<file path="src/rtl/io_soc_pkg.sv">
package io_soc_pkg;

   // ********************
   // Widths and depths
   // ********************
   localparam int DATA_W      = 32;
   localparam int ADDR_W      = 8;
   localparam int STRB_W      = 4;
   localparam int GPIO_W      = 8;
   localparam int REG_W       = 4;
   localparam int REQ_DEPTH   = 2;
   localparam int RSP_CREDITS = 2;
   localparam int PTR_W       = $clog2(REQ_DEPTH);
   localparam int CNT_W       = $clog2(REQ_DEPTH + 1);
   localparam int CRD_W       = $clog2(RSP_CREDITS + 1);

   localparam logic [DATA_W-1:0] SOC_ID = 32'h10C0_50C1;

   // ********************
   // Register offsets
   // ********************
   localparam logic [REG_W-1:0] SYS_ID       = 4'd0;
   localparam logic [REG_W-1:0] SYS_SWIRQ    = 4'd1;
   localparam logic [REG_W-1:0] SYS_MTIME    = 4'd2;
   localparam logic [REG_W-1:0] SYS_MTIMECMP = 4'd3;

   localparam logic [REG_W-1:0] GPIO_OUT  = 4'd0;
   localparam logic [REG_W-1:0] GPIO_OE   = 4'd1;
   localparam logic [REG_W-1:0] GPIO_IN   = 4'd2;
   localparam logic [REG_W-1:0] GPIO_EDGE = 4'd3;
   localparam logic [REG_W-1:0] GPIO_IE   = 4'd4;

   typedef enum logic {
      OP_READ  = 1'b0,
      OP_WRITE = 1'b1
   } io_op_e;

   // Regions 2 and 3 are both unmapped
   typedef enum logic [1:0] {
      REGION_SYS  = 2'd0,
      REGION_GPIO = 2'd1,
      REGION_NONE = 2'd2
   } io_region_e;

   typedef struct packed {
      io_op_e              op;
      logic [ADDR_W-1:0]   addr;
      logic [DATA_W-1:0]   wdata;
      logic [STRB_W-1:0]   strb;
   } io_req_t;

   typedef struct packed {
      logic [DATA_W-1:0]   rdata;
      logic                err;
   } io_rsp_t;

   typedef struct packed {
      logic                sel;
      logic                write;
      logic [REG_W-1:0]    reg_idx;
      logic [DATA_W-1:0]   wdata;
      logic [STRB_W-1:0]   strb;
   } periph_req_t;

   typedef struct packed {
      logic                timer;
      logic [1:0]          sw;
      logic                gpio;
   } irq_vec_t;

   // Byte strobes expanded to a bit mask
   function automatic logic [DATA_W-1:0] strb_mask(input logic [STRB_W-1:0] strb);
      logic [DATA_W-1:0] mask;
      for (int i = 0; i < STRB_W; i++) begin
         mask[8*i +: 8] = {8{strb[i]}};
      end
      return mask;
   endfunction

endpackage

</file>
<file path="src/rtl/gpio_port.sv">
module gpio_port (
   input  logic                          i_clk,
   input  logic                          i_reset,
   input  io_soc_pkg::periph_req_t       i_req,
   input  logic [io_soc_pkg::GPIO_W-1:0] i_gpio,
   output logic [io_soc_pkg::DATA_W-1:0] o_rdata,
   output logic [io_soc_pkg::GPIO_W-1:0] o_gpio,
   output logic [io_soc_pkg::GPIO_W-1:0] o_gpio_oe,
   output logic                          o_irq
);

   import io_soc_pkg::*;

   logic [GPIO_W-1:0] out_q;
   logic [GPIO_W-1:0] oe_q;
   logic [GPIO_W-1:0] ie_q;
   logic [GPIO_W-1:0] edge_q;
   logic [GPIO_W-1:0] sync_q1;
   logic [GPIO_W-1:0] sync_q2;
   logic [GPIO_W-1:0] in_last;
   logic [GPIO_W-1:0] rise;
   logic [GPIO_W-1:0] clr;
   logic [GPIO_W-1:0] wmask;
   logic [GPIO_W-1:0] wdata;
   logic              wr;

   assign wr    = i_req.sel && i_req.write;
   assign wmask = GPIO_W'(strb_mask(i_req.strb));
   assign wdata = i_req.wdata[GPIO_W-1:0];

   // Only undriven pins can capture an edge
   assign rise = sync_q2 & ~in_last & ~oe_q;
   assign clr  = (wr && (i_req.reg_idx == GPIO_EDGE)) ? (wdata & wmask) : '0;

   always_ff @(posedge i_clk) begin
      if (i_reset) begin
         out_q   <= '0;
         oe_q    <= '0;
         ie_q    <= '0;
         edge_q  <= '0;
         sync_q1 <= '0;
         sync_q2 <= '0;
         in_last <= '0;
      end else begin
         sync_q1 <= i_gpio;
         sync_q2 <= sync_q1;
         in_last <= sync_q2;
         // capture beats clear
         edge_q  <= (edge_q & ~clr) | rise;
         if (wr && (i_req.reg_idx == GPIO_OUT)) begin
            out_q <= (out_q & ~wmask) | (wdata & wmask);
         end
         if (wr && (i_req.reg_idx == GPIO_OE)) begin
            oe_q <= (oe_q & ~wmask) | (wdata & wmask);
         end
         if (wr && (i_req.reg_idx == GPIO_IE)) begin
            ie_q <= (ie_q & ~wmask) | (wdata & wmask);
         end
      end
   end

   assign o_gpio    = out_q;
   assign o_gpio_oe = oe_q;
   assign o_irq     = |(edge_q & ie_q);

   always_comb begin
      case (i_req.reg_idx)
         GPIO_OUT:  o_rdata = DATA_W'(out_q);
         GPIO_OE:   o_rdata = DATA_W'(oe_q);
         GPIO_IN:   o_rdata = DATA_W'(sync_q2);
         GPIO_EDGE: o_rdata = DATA_W'(edge_q);
         GPIO_IE:   o_rdata = DATA_W'(ie_q);
         default:   o_rdata = '0;
      endcase
   end

endmodule

</file>
<file path="src/rtl/io_decoder.sv">
module io_decoder (
   input  logic                             i_clk,
   input  logic                             i_reset,
   input  logic                             i_head_valid,
   input  io_soc_pkg::io_req_t              i_head,
   input  logic                             i_rsp_credit,
   input  logic [io_soc_pkg::DATA_W-1:0]    i_sys_rdata,
   input  logic [io_soc_pkg::DATA_W-1:0]    i_gpio_rdata,
   output logic                             o_pop_ready,
   output io_soc_pkg::periph_req_t          o_sys_req,
   output io_soc_pkg::periph_req_t          o_gpio_req,
   output logic                             o_rsp_valid,
   output io_soc_pkg::io_rsp_t              o_rsp
);

   import io_soc_pkg::*;

   io_region_e        region;
   periph_req_t       base_req;
   logic [DATA_W-1:0] rd_word;
   logic [CRD_W-1:0]  rsp_credits;
   logic              pop;

   assign o_pop_ready = (rsp_credits != '0);
   assign pop         = i_head_valid && o_pop_ready;

   // ********************
   // Address decode
   // ********************
   always_comb begin
      case (i_head.addr[ADDR_W-1 -: 2])
         2'd0:    region = REGION_SYS;
         2'd1:    region = REGION_GPIO;
         default: region = REGION_NONE;
      endcase
   end

   always_comb begin
      base_req.sel     = 1'b0;
      base_req.write   = (i_head.op == OP_WRITE);
      base_req.reg_idx = i_head.addr[2 +: REG_W];
      base_req.wdata   = i_head.wdata;
      base_req.strb    = i_head.strb;
      o_sys_req        = base_req;
      o_sys_req.sel    = pop && (region == REGION_SYS);
      o_gpio_req       = base_req;
      o_gpio_req.sel   = pop && (region == REGION_GPIO);
   end

   // Writes and unmapped accesses answer zero
   always_comb begin
      rd_word = '0;
      if (i_head.op == OP_READ) begin
         case (region)
            REGION_SYS:  rd_word = i_sys_rdata;
            REGION_GPIO: rd_word = i_gpio_rdata;
            default:     rd_word = '0;
         endcase
      end
   end

   // ********************
   // Response channel
   // ********************
   always_ff @(posedge i_clk) begin
      if (i_reset) begin
         o_rsp_valid <= 1'b0;
      end else begin
         o_rsp_valid <= pop;
      end
   end

   always_ff @(posedge i_clk) begin
      if (pop) begin
         o_rsp.rdata <= rd_word;
         o_rsp.err   <= (region == REGION_NONE);
      end
   end

   always_ff @(posedge i_clk) begin
      if (i_reset) begin
         rsp_credits <= CRD_W'(RSP_CREDITS);
      end else begin
         case ({i_rsp_credit, pop})
            2'b10:   rsp_credits <= rsp_credits + 1'b1;
            2'b01:   rsp_credits <= rsp_credits - 1'b1;
            default: rsp_credits <= rsp_credits;
         endcase
      end
   end

   // Host can only hand back credits for responses it received
   a_credit_return: assert property (@(posedge i_clk) disable iff (i_reset)
      i_rsp_credit |-> (rsp_credits < CRD_W'(RSP_CREDITS)))
      else $error("host returned more credits than responses");

endmodule

</file>
<file path="src/rtl/io_req_fifo.sv">
module io_req_fifo (
   input  logic                i_clk,
   input  logic                i_reset,
   input  logic                i_req_valid,
   input  io_soc_pkg::io_req_t i_req,
   input  logic                i_pop_ready,
   output logic                o_req_credit,
   output logic                o_head_valid,
   output io_soc_pkg::io_req_t o_head
);

   import io_soc_pkg::*;

   io_req_t          mem [REQ_DEPTH];
   logic [PTR_W-1:0] wr_ptr;
   logic [PTR_W-1:0] rd_ptr;
   logic [CNT_W-1:0] count;
   logic             push;
   logic             pop;

   assign push = i_req_valid;
   assign pop  = o_head_valid && i_pop_ready;

   assign o_head_valid = (count != '0);
   assign o_head       = mem[rd_ptr];

   // One credit back per dequeued entry
   assign o_req_credit = pop;

   always_ff @(posedge i_clk) begin
      if (push) begin
         mem[wr_ptr] <= i_req;
      end
   end

   always_ff @(posedge i_clk) begin
      if (i_reset) begin
         wr_ptr <= '0;
         rd_ptr <= '0;
         count  <= '0;
      end else begin
         if (push) begin
            wr_ptr <= (wr_ptr == PTR_W'(REQ_DEPTH - 1)) ? '0 : wr_ptr + 1'b1;
         end
         if (pop) begin
            rd_ptr <= (rd_ptr == PTR_W'(REQ_DEPTH - 1)) ? '0 : rd_ptr + 1'b1;
         end
         case ({push, pop})
            2'b10:   count <= count + 1'b1;
            2'b01:   count <= count - 1'b1;
            default: count <= count;
         endcase
      end
   end

   // Host must never send without a credit in hand
   a_no_push_full: assert property (@(posedge i_clk) disable iff (i_reset)
      i_req_valid |-> (count < CNT_W'(REQ_DEPTH)))
      else $error("request pushed into a full buffer, host credit count broken");

endmodule

</file>
<file path="src/rtl/io_soc_top.sv">
module io_soc_top (
   input  logic                          i_clk,
   input  logic                          i_reset,
   input  logic                          i_req_valid,
   input  io_soc_pkg::io_req_t           i_req,
   input  logic                          i_rsp_credit,
   input  logic [io_soc_pkg::GPIO_W-1:0] i_gpio,
   output logic                          o_req_credit,
   output logic                          o_rsp_valid,
   output io_soc_pkg::io_rsp_t           o_rsp,
   output io_soc_pkg::irq_vec_t          o_irq,
   output logic [io_soc_pkg::GPIO_W-1:0] o_gpio,
   output logic [io_soc_pkg::GPIO_W-1:0] o_gpio_oe
);

   import io_soc_pkg::*;

   io_req_t           head;
   logic              head_valid;
   logic              pop_ready;
   periph_req_t       sys_req;
   periph_req_t       gpio_req;
   logic [DATA_W-1:0] sys_rdata;
   logic [DATA_W-1:0] gpio_rdata;
   logic              timer_irq;
   logic [1:0]        sw_irq;
   logic              gpio_irq;

   // ********************
   // Request path
   // ********************
   io_req_fifo u_req_fifo (
      .i_clk        (i_clk),
      .i_reset      (i_reset),
      .i_req_valid  (i_req_valid),
      .i_req        (i_req),
      .i_pop_ready  (pop_ready),
      .o_req_credit (o_req_credit),
      .o_head_valid (head_valid),
      .o_head       (head)
   );

   io_decoder u_decoder (
      .i_clk        (i_clk),
      .i_reset      (i_reset),
      .i_head_valid (head_valid),
      .i_head       (head),
      .i_rsp_credit (i_rsp_credit),
      .i_sys_rdata  (sys_rdata),
      .i_gpio_rdata (gpio_rdata),
      .o_pop_ready  (pop_ready),
      .o_sys_req    (sys_req),
      .o_gpio_req   (gpio_req),
      .o_rsp_valid  (o_rsp_valid),
      .o_rsp        (o_rsp)
   );

   // ********************
   // Peripherals
   // ********************
   sys_ctrl u_sys_ctrl (
      .i_clk       (i_clk),
      .i_reset     (i_reset),
      .i_req       (sys_req),
      .o_rdata     (sys_rdata),
      .o_timer_irq (timer_irq),
      .o_sw_irq    (sw_irq)
   );

   gpio_port u_gpio (
      .i_clk     (i_clk),
      .i_reset   (i_reset),
      .i_req     (gpio_req),
      .i_gpio    (i_gpio),
      .o_rdata   (gpio_rdata),
      .o_gpio    (o_gpio),
      .o_gpio_oe (o_gpio_oe),
      .o_irq     (gpio_irq)
   );

   assign o_irq = '{timer: timer_irq, sw: sw_irq, gpio: gpio_irq};

endmodule

</file>
<file path="src/rtl/sys_ctrl.sv">
module sys_ctrl (
   input  logic                          i_clk,
   input  logic                          i_reset,
   input  io_soc_pkg::periph_req_t       i_req,
   output logic [io_soc_pkg::DATA_W-1:0] o_rdata,
   output logic                          o_timer_irq,
   output logic [1:0]                    o_sw_irq
);

   import io_soc_pkg::*;

   logic [DATA_W-1:0] mtime;
   logic [DATA_W-1:0] mtimecmp;
   logic [DATA_W-1:0] wmask;
   logic              wr;

   assign wr    = i_req.sel && i_req.write;
   assign wmask = strb_mask(i_req.strb);

   // ********************
   // Machine timer
   // ********************
   always_ff @(posedge i_clk) begin
      if (i_reset) begin
         mtime <= '0;
      end else if (wr && (i_req.reg_idx == SYS_MTIME)) begin
         mtime <= (mtime & ~wmask) | (i_req.wdata & wmask);
      end else begin
         mtime <= mtime + 1'b1;
      end
   end

   always_ff @(posedge i_clk) begin
      if (i_reset) begin
         mtimecmp <= '1;
      end else if (wr && (i_req.reg_idx == SYS_MTIMECMP)) begin
         mtimecmp <= (mtimecmp & ~wmask) | (i_req.wdata & wmask);
      end
   end

   assign o_timer_irq = (mtime >= mtimecmp);

   // Software interrupt bits live in byte 0
   always_ff @(posedge i_clk) begin
      if (i_reset) begin
         o_sw_irq <= '0;
      end else if (wr && (i_req.reg_idx == SYS_SWIRQ) && i_req.strb[0]) begin
         o_sw_irq <= i_req.wdata[1:0];
      end
   end

   // ********************
   // Read back
   // ********************
   always_comb begin
      case (i_req.reg_idx)
         SYS_ID:       o_rdata = SOC_ID;
         SYS_SWIRQ:    o_rdata = {{(DATA_W-2){1'b0}}, o_sw_irq};
         SYS_MTIME:    o_rdata = mtime;
         SYS_MTIMECMP: o_rdata = mtimecmp;
         default:      o_rdata = '0;
      endcase
   end

endmodule

</file>
<file path="config.mk">
export PLATFORM = sky130hd
export DESIGN_NAME = io_soc_top
export DESIGN_NICKNAME = d
export VERILOG_FILES = /design/src/rtl/io_soc_pkg.sv /design/src/rtl/gpio_port.sv /design/src/rtl/io_decoder.sv /design/src/rtl/io_req_fifo.sv /design/src/rtl/io_soc_top.sv /design/src/rtl/sys_ctrl.sv
export SDC_FILE = /design/constraint.sdc
export NUM_CORES = 1
export LEC_CHECK = 0
export BUFFER_PORTS_ARGS = -buffer_cell sky130_fd_sc_hd__buf_2
export CAP_MARGIN = 0
export CORE_ASPECT_RATIO = 2
export CORE_MARGIN = 3
export CORE_UTILIZATION = 35
export CTS_BUF_LIST = sky130_fd_sc_hd__clkbuf_8 sky130_fd_sc_hd__clkbuf_16
export CTS_CLUSTER_SIZE = 24
export DETAILED_ROUTE_END_ITERATION = 6
export GPL_TIMING_DRIVEN = 0
export HOLD_SLACK_MARGIN = 0.12
export PLACE_DENSITY = 0.49
export SLEW_MARGIN = 0
export SYNTH_ARGS = -nofsm -noshare
export SYNTH_HDL_FRONTEND = slang
export SYNTH_SLANG_ARGS = --single-unit
</file>
<file path="constraint.sdc">
create_clock -name i_clk -period 4 [get_ports i_clk]
set_input_delay 0.8 -clock i_clk [delete_from_list [all_inputs] [get_ports i_clk]]
set_output_delay 0.8 -clock i_clk [all_outputs]
set_load 0.03 [all_outputs]
</file>
Word level (Yosys, flattened, before mapping)
Memory sizes are Yosys's and may differ from the RTL's. A register that Yosys moved wholly into a read port is not among the register bits. Index checks and enable logic that the tools add are counted.

Memories kept: 1. Output and inout port bits: 55. Input bits: 57. Register bits after elaboration: 162. RAM bits: 90.

Memories: u_req_fifo.mem (depth 2, width 45, read ports 1, clocked after Yosys merged registers in 1, write ports 1, line io_req_fifo.sv:14) `io_req_t mem [REQ_DEPTH];`.

Order comparisons: 1. $add $sub $neg: 7. Eq/ne operators: 11. Bitwise operators: 22. Reduce and logical (&&, ||, !) cells: 21. Muxes and demuxes: 14.

Operator list (count): case mux 32 bit (4 select lines) (1); AND 32 bit (3); AND 8 bit (8); bitwise OR 32 bit (2); case mux 32 bit (2 select lines) (1); case mux 8 bit (5 select lines) (1); adder 32 x 1 -> 32 bit (second input constant) (1); >= comparator 32 bit (1); 2-to-1 mux 32 bit (1); NOT 32 bit (1); NOT 8 bit (4); bitwise OR 8 bit (4); logical AND 1 bit (13); case mux 2 bit (2 select lines) (3); equality test 2 x 1 -> 1 bit (second input constant) (4); equality test 4 x 2 -> 1 bit (second input constant) (2); 2-to-1 mux 8 bit (1); nonzero test 2 bit (4); OR reduction 8 bit (1); equality test 2 bit (second input constant) (3); 2-to-1 mux 1 bit (6); adder 2 x 1 -> 2 bit (second input constant) (2); equality test 4 x 1 -> 1 bit (second input constant) (1); equality test 4 x 3 -> 1 bit (second input constant) (1); 4 further kinds (7).

Longest topological paths before layout
Depth after elaboration: 10. Depth in mapped cells: 10. Gate-level depth less buffers: 8.

By module
From an unflattened synthesis, not the netlist that was laid out.

Cells, all modules: 1168. Area, all modules: 12570.8 um^2.

By module, submodules not included: sys_ctrl (cells an instance 544, instances 1, area an instance 4310.4 um^2, seq. area each 1321.3 um^2); io_req_fifo (cells an instance 162, instances 1, area an instance 3450.8 um^2, seq. area each 2802.7 um^2); gpio_port (cells an instance 254, instances 1, area an instance 2544.9 um^2, seq. area each 1121.1 um^2); io_decoder (cells an instance 206, instances 1, area an instance 2249.7 um^2, seq. area each 1051.0 um^2); io_soc_top (cells an instance 2, instances 1, area an instance 15.0 um^2, seq. area each 0.0 um^2).

Worst setup path before layout
Ideal clock, no wire load.

Kind: input port to flip-flop. Start point: input i_req_valid. End point: memory u_req_fifo.mem[0][0] (netlist name), enable pin. Setup time: 0.444 ns. Setup slack: 0.891 ns. Cell stages on the path: 2. Data arrival time: 2.665 ns. Cells stage by stage: inv_1 nor2_1.

Longest elaborated chain between the ends: 2.

Ends and longest elaborated chain: start: declaration (line io_soc_top.sv:4) `input logic i_req_valid,`; 2-to-1 mux 1 bit (line io_req_fifo.sv:31) `if (push) begin`; 2-to-1 mux 1 bit (implied by the code) (line io_req_fifo.sv:32) `mem[wr_ptr] <= i_req;`; end: declaration (line io_req_fifo.sv:14).

Every way passes these cells.

==> metrics.md <==
| Metric | Value |
|---|---|
| Vias per Instance | ~5.3 |
| CTS root buf | clkbuf_16 |
| Width of the chip | 131 um |
| Dpl ws | 0.518 ns |
| Clk sinks | 249 |
| Grt met2 use | 40.5% |
| Synth-to-Final Area Change | 18.3% |
| Final Hold Vio Count | 0 |
| Met1 usage | around a fifth |
| Max-slew headroom | just over 5% |
| Min-delay worst type | flop to flop |
| First-pass GRT wire length | 51,900 um |
| Post-Syn Instances | 1,008 |
| Placement Cell Area | 12,100 um^2 |
| Initial Util | 35.6% |
| GP Congestion | 0.883 |
| F_max | between 200 and 300 MHz |
| Multi-input gate area | 4400 um^2 |
| Drt first-iter violations | around 500 |
| Worst Setup End Kind | output port |
| CP Data Required Time | 3.20 ns |
| Leakage power total | 5.12 nW |
| CTS buffer count | 24 |
| Most frequent cells in the layout | dfxtp_1, buf_2, edfxtp_1 |
| Total Wirelength | 34,600 um |
| Peak VDD IR | between 0.0003 and 0.0004 V |
| Via count | between 8,000 and 9,000 |
| Largest net degree at the start of global routing | 25 |
| Setup violators final | 0 |
| Fillcell total | 3,009 |
| Final worst-path cycle share | 95.6% |
| Most used routing layer | met2 |
| DRC | 0 |
| Post-synthesis cell area | 11,000 um^2 |
| DPL Wire Length | 25,600 um |
| Worst-skew pair later-pin latency | 0.54 ns |
| Post-route ant nets | 0 |
| Flip-flop and latch area | ~6000 um^2 |
| Vias in the first global route | 8,682 |
| Number of synthesized flops with an enable pin | approximately 120 |
| Peak fanout along the critical path | 6 |
| Setup Skew | 0.0173 ns |
| H-tree depth | 1 |
| Gr usage total | between 20 and 25% |
| Commonest non-fill, non-tap cell in the layout | dfxtp_1 |
| CTS tree | done |
| Synth unique cells | 70 |
| Warnings from Yosys | 0 |
| Placed cells | between 1,500 and 2,000 |
| Max_cap viols | 0 |
| Syn nets | 1,100 |
| Clock Pin Slew Worst Setup and Hold Paths | ~0.07 ns |
| Non-Filler Instances | roughly 1,600 |
| Status | complete, no violations |
| Minimum clock period | around 3.8 ns |
| Total grt overflow | 0 |
| Die area | 33,700 um^2 |
| Final instance area | 13,000 um^2 |
| Area of the core | approximately 31,000 um^2 |
| Antenna violations before repair | 0 |
| Primary FF master, synth | dfxtp_1 |
| Port-buffer cells | 109 |
| Critical Path Start Type | flop |
| Post-synth ARST share | 0% |
| Grt met3 use | 3.26% |
| Slew @ Worst Pin | 1.38 ns |
| CTS Hold Buffers Added | 0 |
| WP data arrival | between 3 and 4 ns |
| Syn avg cell area | 10.9 um^2 |
| Share of cells above drive strength 1 | a little under a fifth |
| Deepest clock path buffer count | 3 |
| # IOs | 112 |
| Max Slew Vio Count | 0 |
| RSZ-0062 raised after global routing | no |
| # diodes | 0 |
| Synthesis-stage register bit count | 249 |
| Seq/Total Area, Yosys | 56.2% |
| Wire per inst | 21.9 um |
| Net count reported at finish | 1,238 |
| Setup Buffers After CTS | 0 |
| TritonRoute pass-1 iters | 5 |
| Setup TNS | 0 ns |
| Die height | 257 um |
| Row count | a little over 90 |
| Pwr/cell area | 552 nW/um^2 |
| Post-route setup slack | approximately 0.18 ns |
| Crit path kind | flop to output port |
==> final cells by class <==
class | count | area share [%]
flip-flops and latches | 249 | 47.5
multi-input cells | 660 | 33.8
clock buffers | 27 | 5.20
repair buffers | 112 | 4.66
well taps | 418 | 4.02
plain buffers | 52 | 1.92
clock inverters | 17 | 1.47
inverters | 47 | 1.36
==> critical path, cell delays in order, from the launching register on <==
cell and delay (ns):
dfxtp_2 0.39, inv_1 0.10, ha_1 0.27, nand2b_1 0.15
a2111oi_1 0.47, o21bai_1 0.19, a221oi_2 0.30, o211a_1 0.18
o21ai_0 0.10, buf_4 0.16, buf_2 0.17
==> path summary, 6_finish.rpt <==
path | end | start | cells after the start | slack, ns
max | o_irq[3] | flop | 10 | 0.18
min | u_gpio.sync_q2[5]$_SDFF_PP0_ | u_gpio.sync_q1[5]$_SDFF_PP0_ | 1 | 0.44
max reg2reg | u_decoder.o_rsp[3]$_SDFFCE_PP0N_ | flop | 9 | 0.65
min reg2reg | u_gpio.sync_q2[5]$_SDFF_PP0_ | u_gpio.sync_q1[5]$_SDFF_PP0_ | 1 | 0.44
==> metrics by stage <==
stage	power (mW)	utilization (%)	hold slack (ns)
after floorplan	4.09	-	0.414
after global placement	4.69	39.1	0.415
after detailed placement	4.74	39.3	0.424
after CTS	7.25	42.1	0.424
after global routing	7.44	42.1	0.437
final	7.17	42.1	0.437
==> timing repair <==
| action | CTS | global route |
|---|---|---|
| endpoints found under the setup margin | 1 | 1 |
| cloned | 0 | 0 |
| resized for setup | 2 | 1 |
==> synthesized netlist by cell type, drive strengths merged (4+ instances only) <==
cell	n	share of area [%]
o32ai	4	0.46
clkbuf	28	0.98
nand2b	4	0.23
o21ai	36	1.6
o32a	12	1.1
nand4	12	0.68
edfxtp	119	33
and2	13	0.74
mux2i	37	3.4
or2	6	0.34
a22oi	43	2.9
ha	35	4.0
nand2	53	1.9
a211oi	21	1.5
nor2	113	3.9
a21o	12	0.82
mux2	8	0.82
o21a	6	0.41
or3	4	0.23
and4	4	0.32
nor3	7	0.32
a221oi	4	0.32
o22ai	10	0.63
inv	47	1.6
nor2b	26	1.5
a211o	35	2.8
and3	16	0.92
nand3	17	0.77
buf	24	1.3
xnor2	5	0.40
dfxtp	130	24
or3b	4	0.34
a21oi	76	3.5
==> where the power goes <==
group,internal [mW],leakage [nW],switching [mW]
clock network,1.47,0.427,1.04
registers,2.95,2.19,0.0857
logic,0.465,2.51,1.16
==> layer usage <==
layer	vias up	part of all wire (%)
li1	4022	-
met1	4089	35
met2	218	56
met3	68	4.6
met4	0	3.9
met5	-	0
==> logic make-up after synthesis <==
group	Yosys count	synth area share [%]
AND/OR/NAND/NOR	289	13.0
AO/OA/AOI/OAI	284	18.2
flip-flops	249	56.2
buffers and inverters	99	3.88
multiplexers	45	4.19
adder cells (fa/ha/maj)	35	3.99
XOR/XNOR	7	0.558
Note: power is estimated with default switching activity, not from simulation.
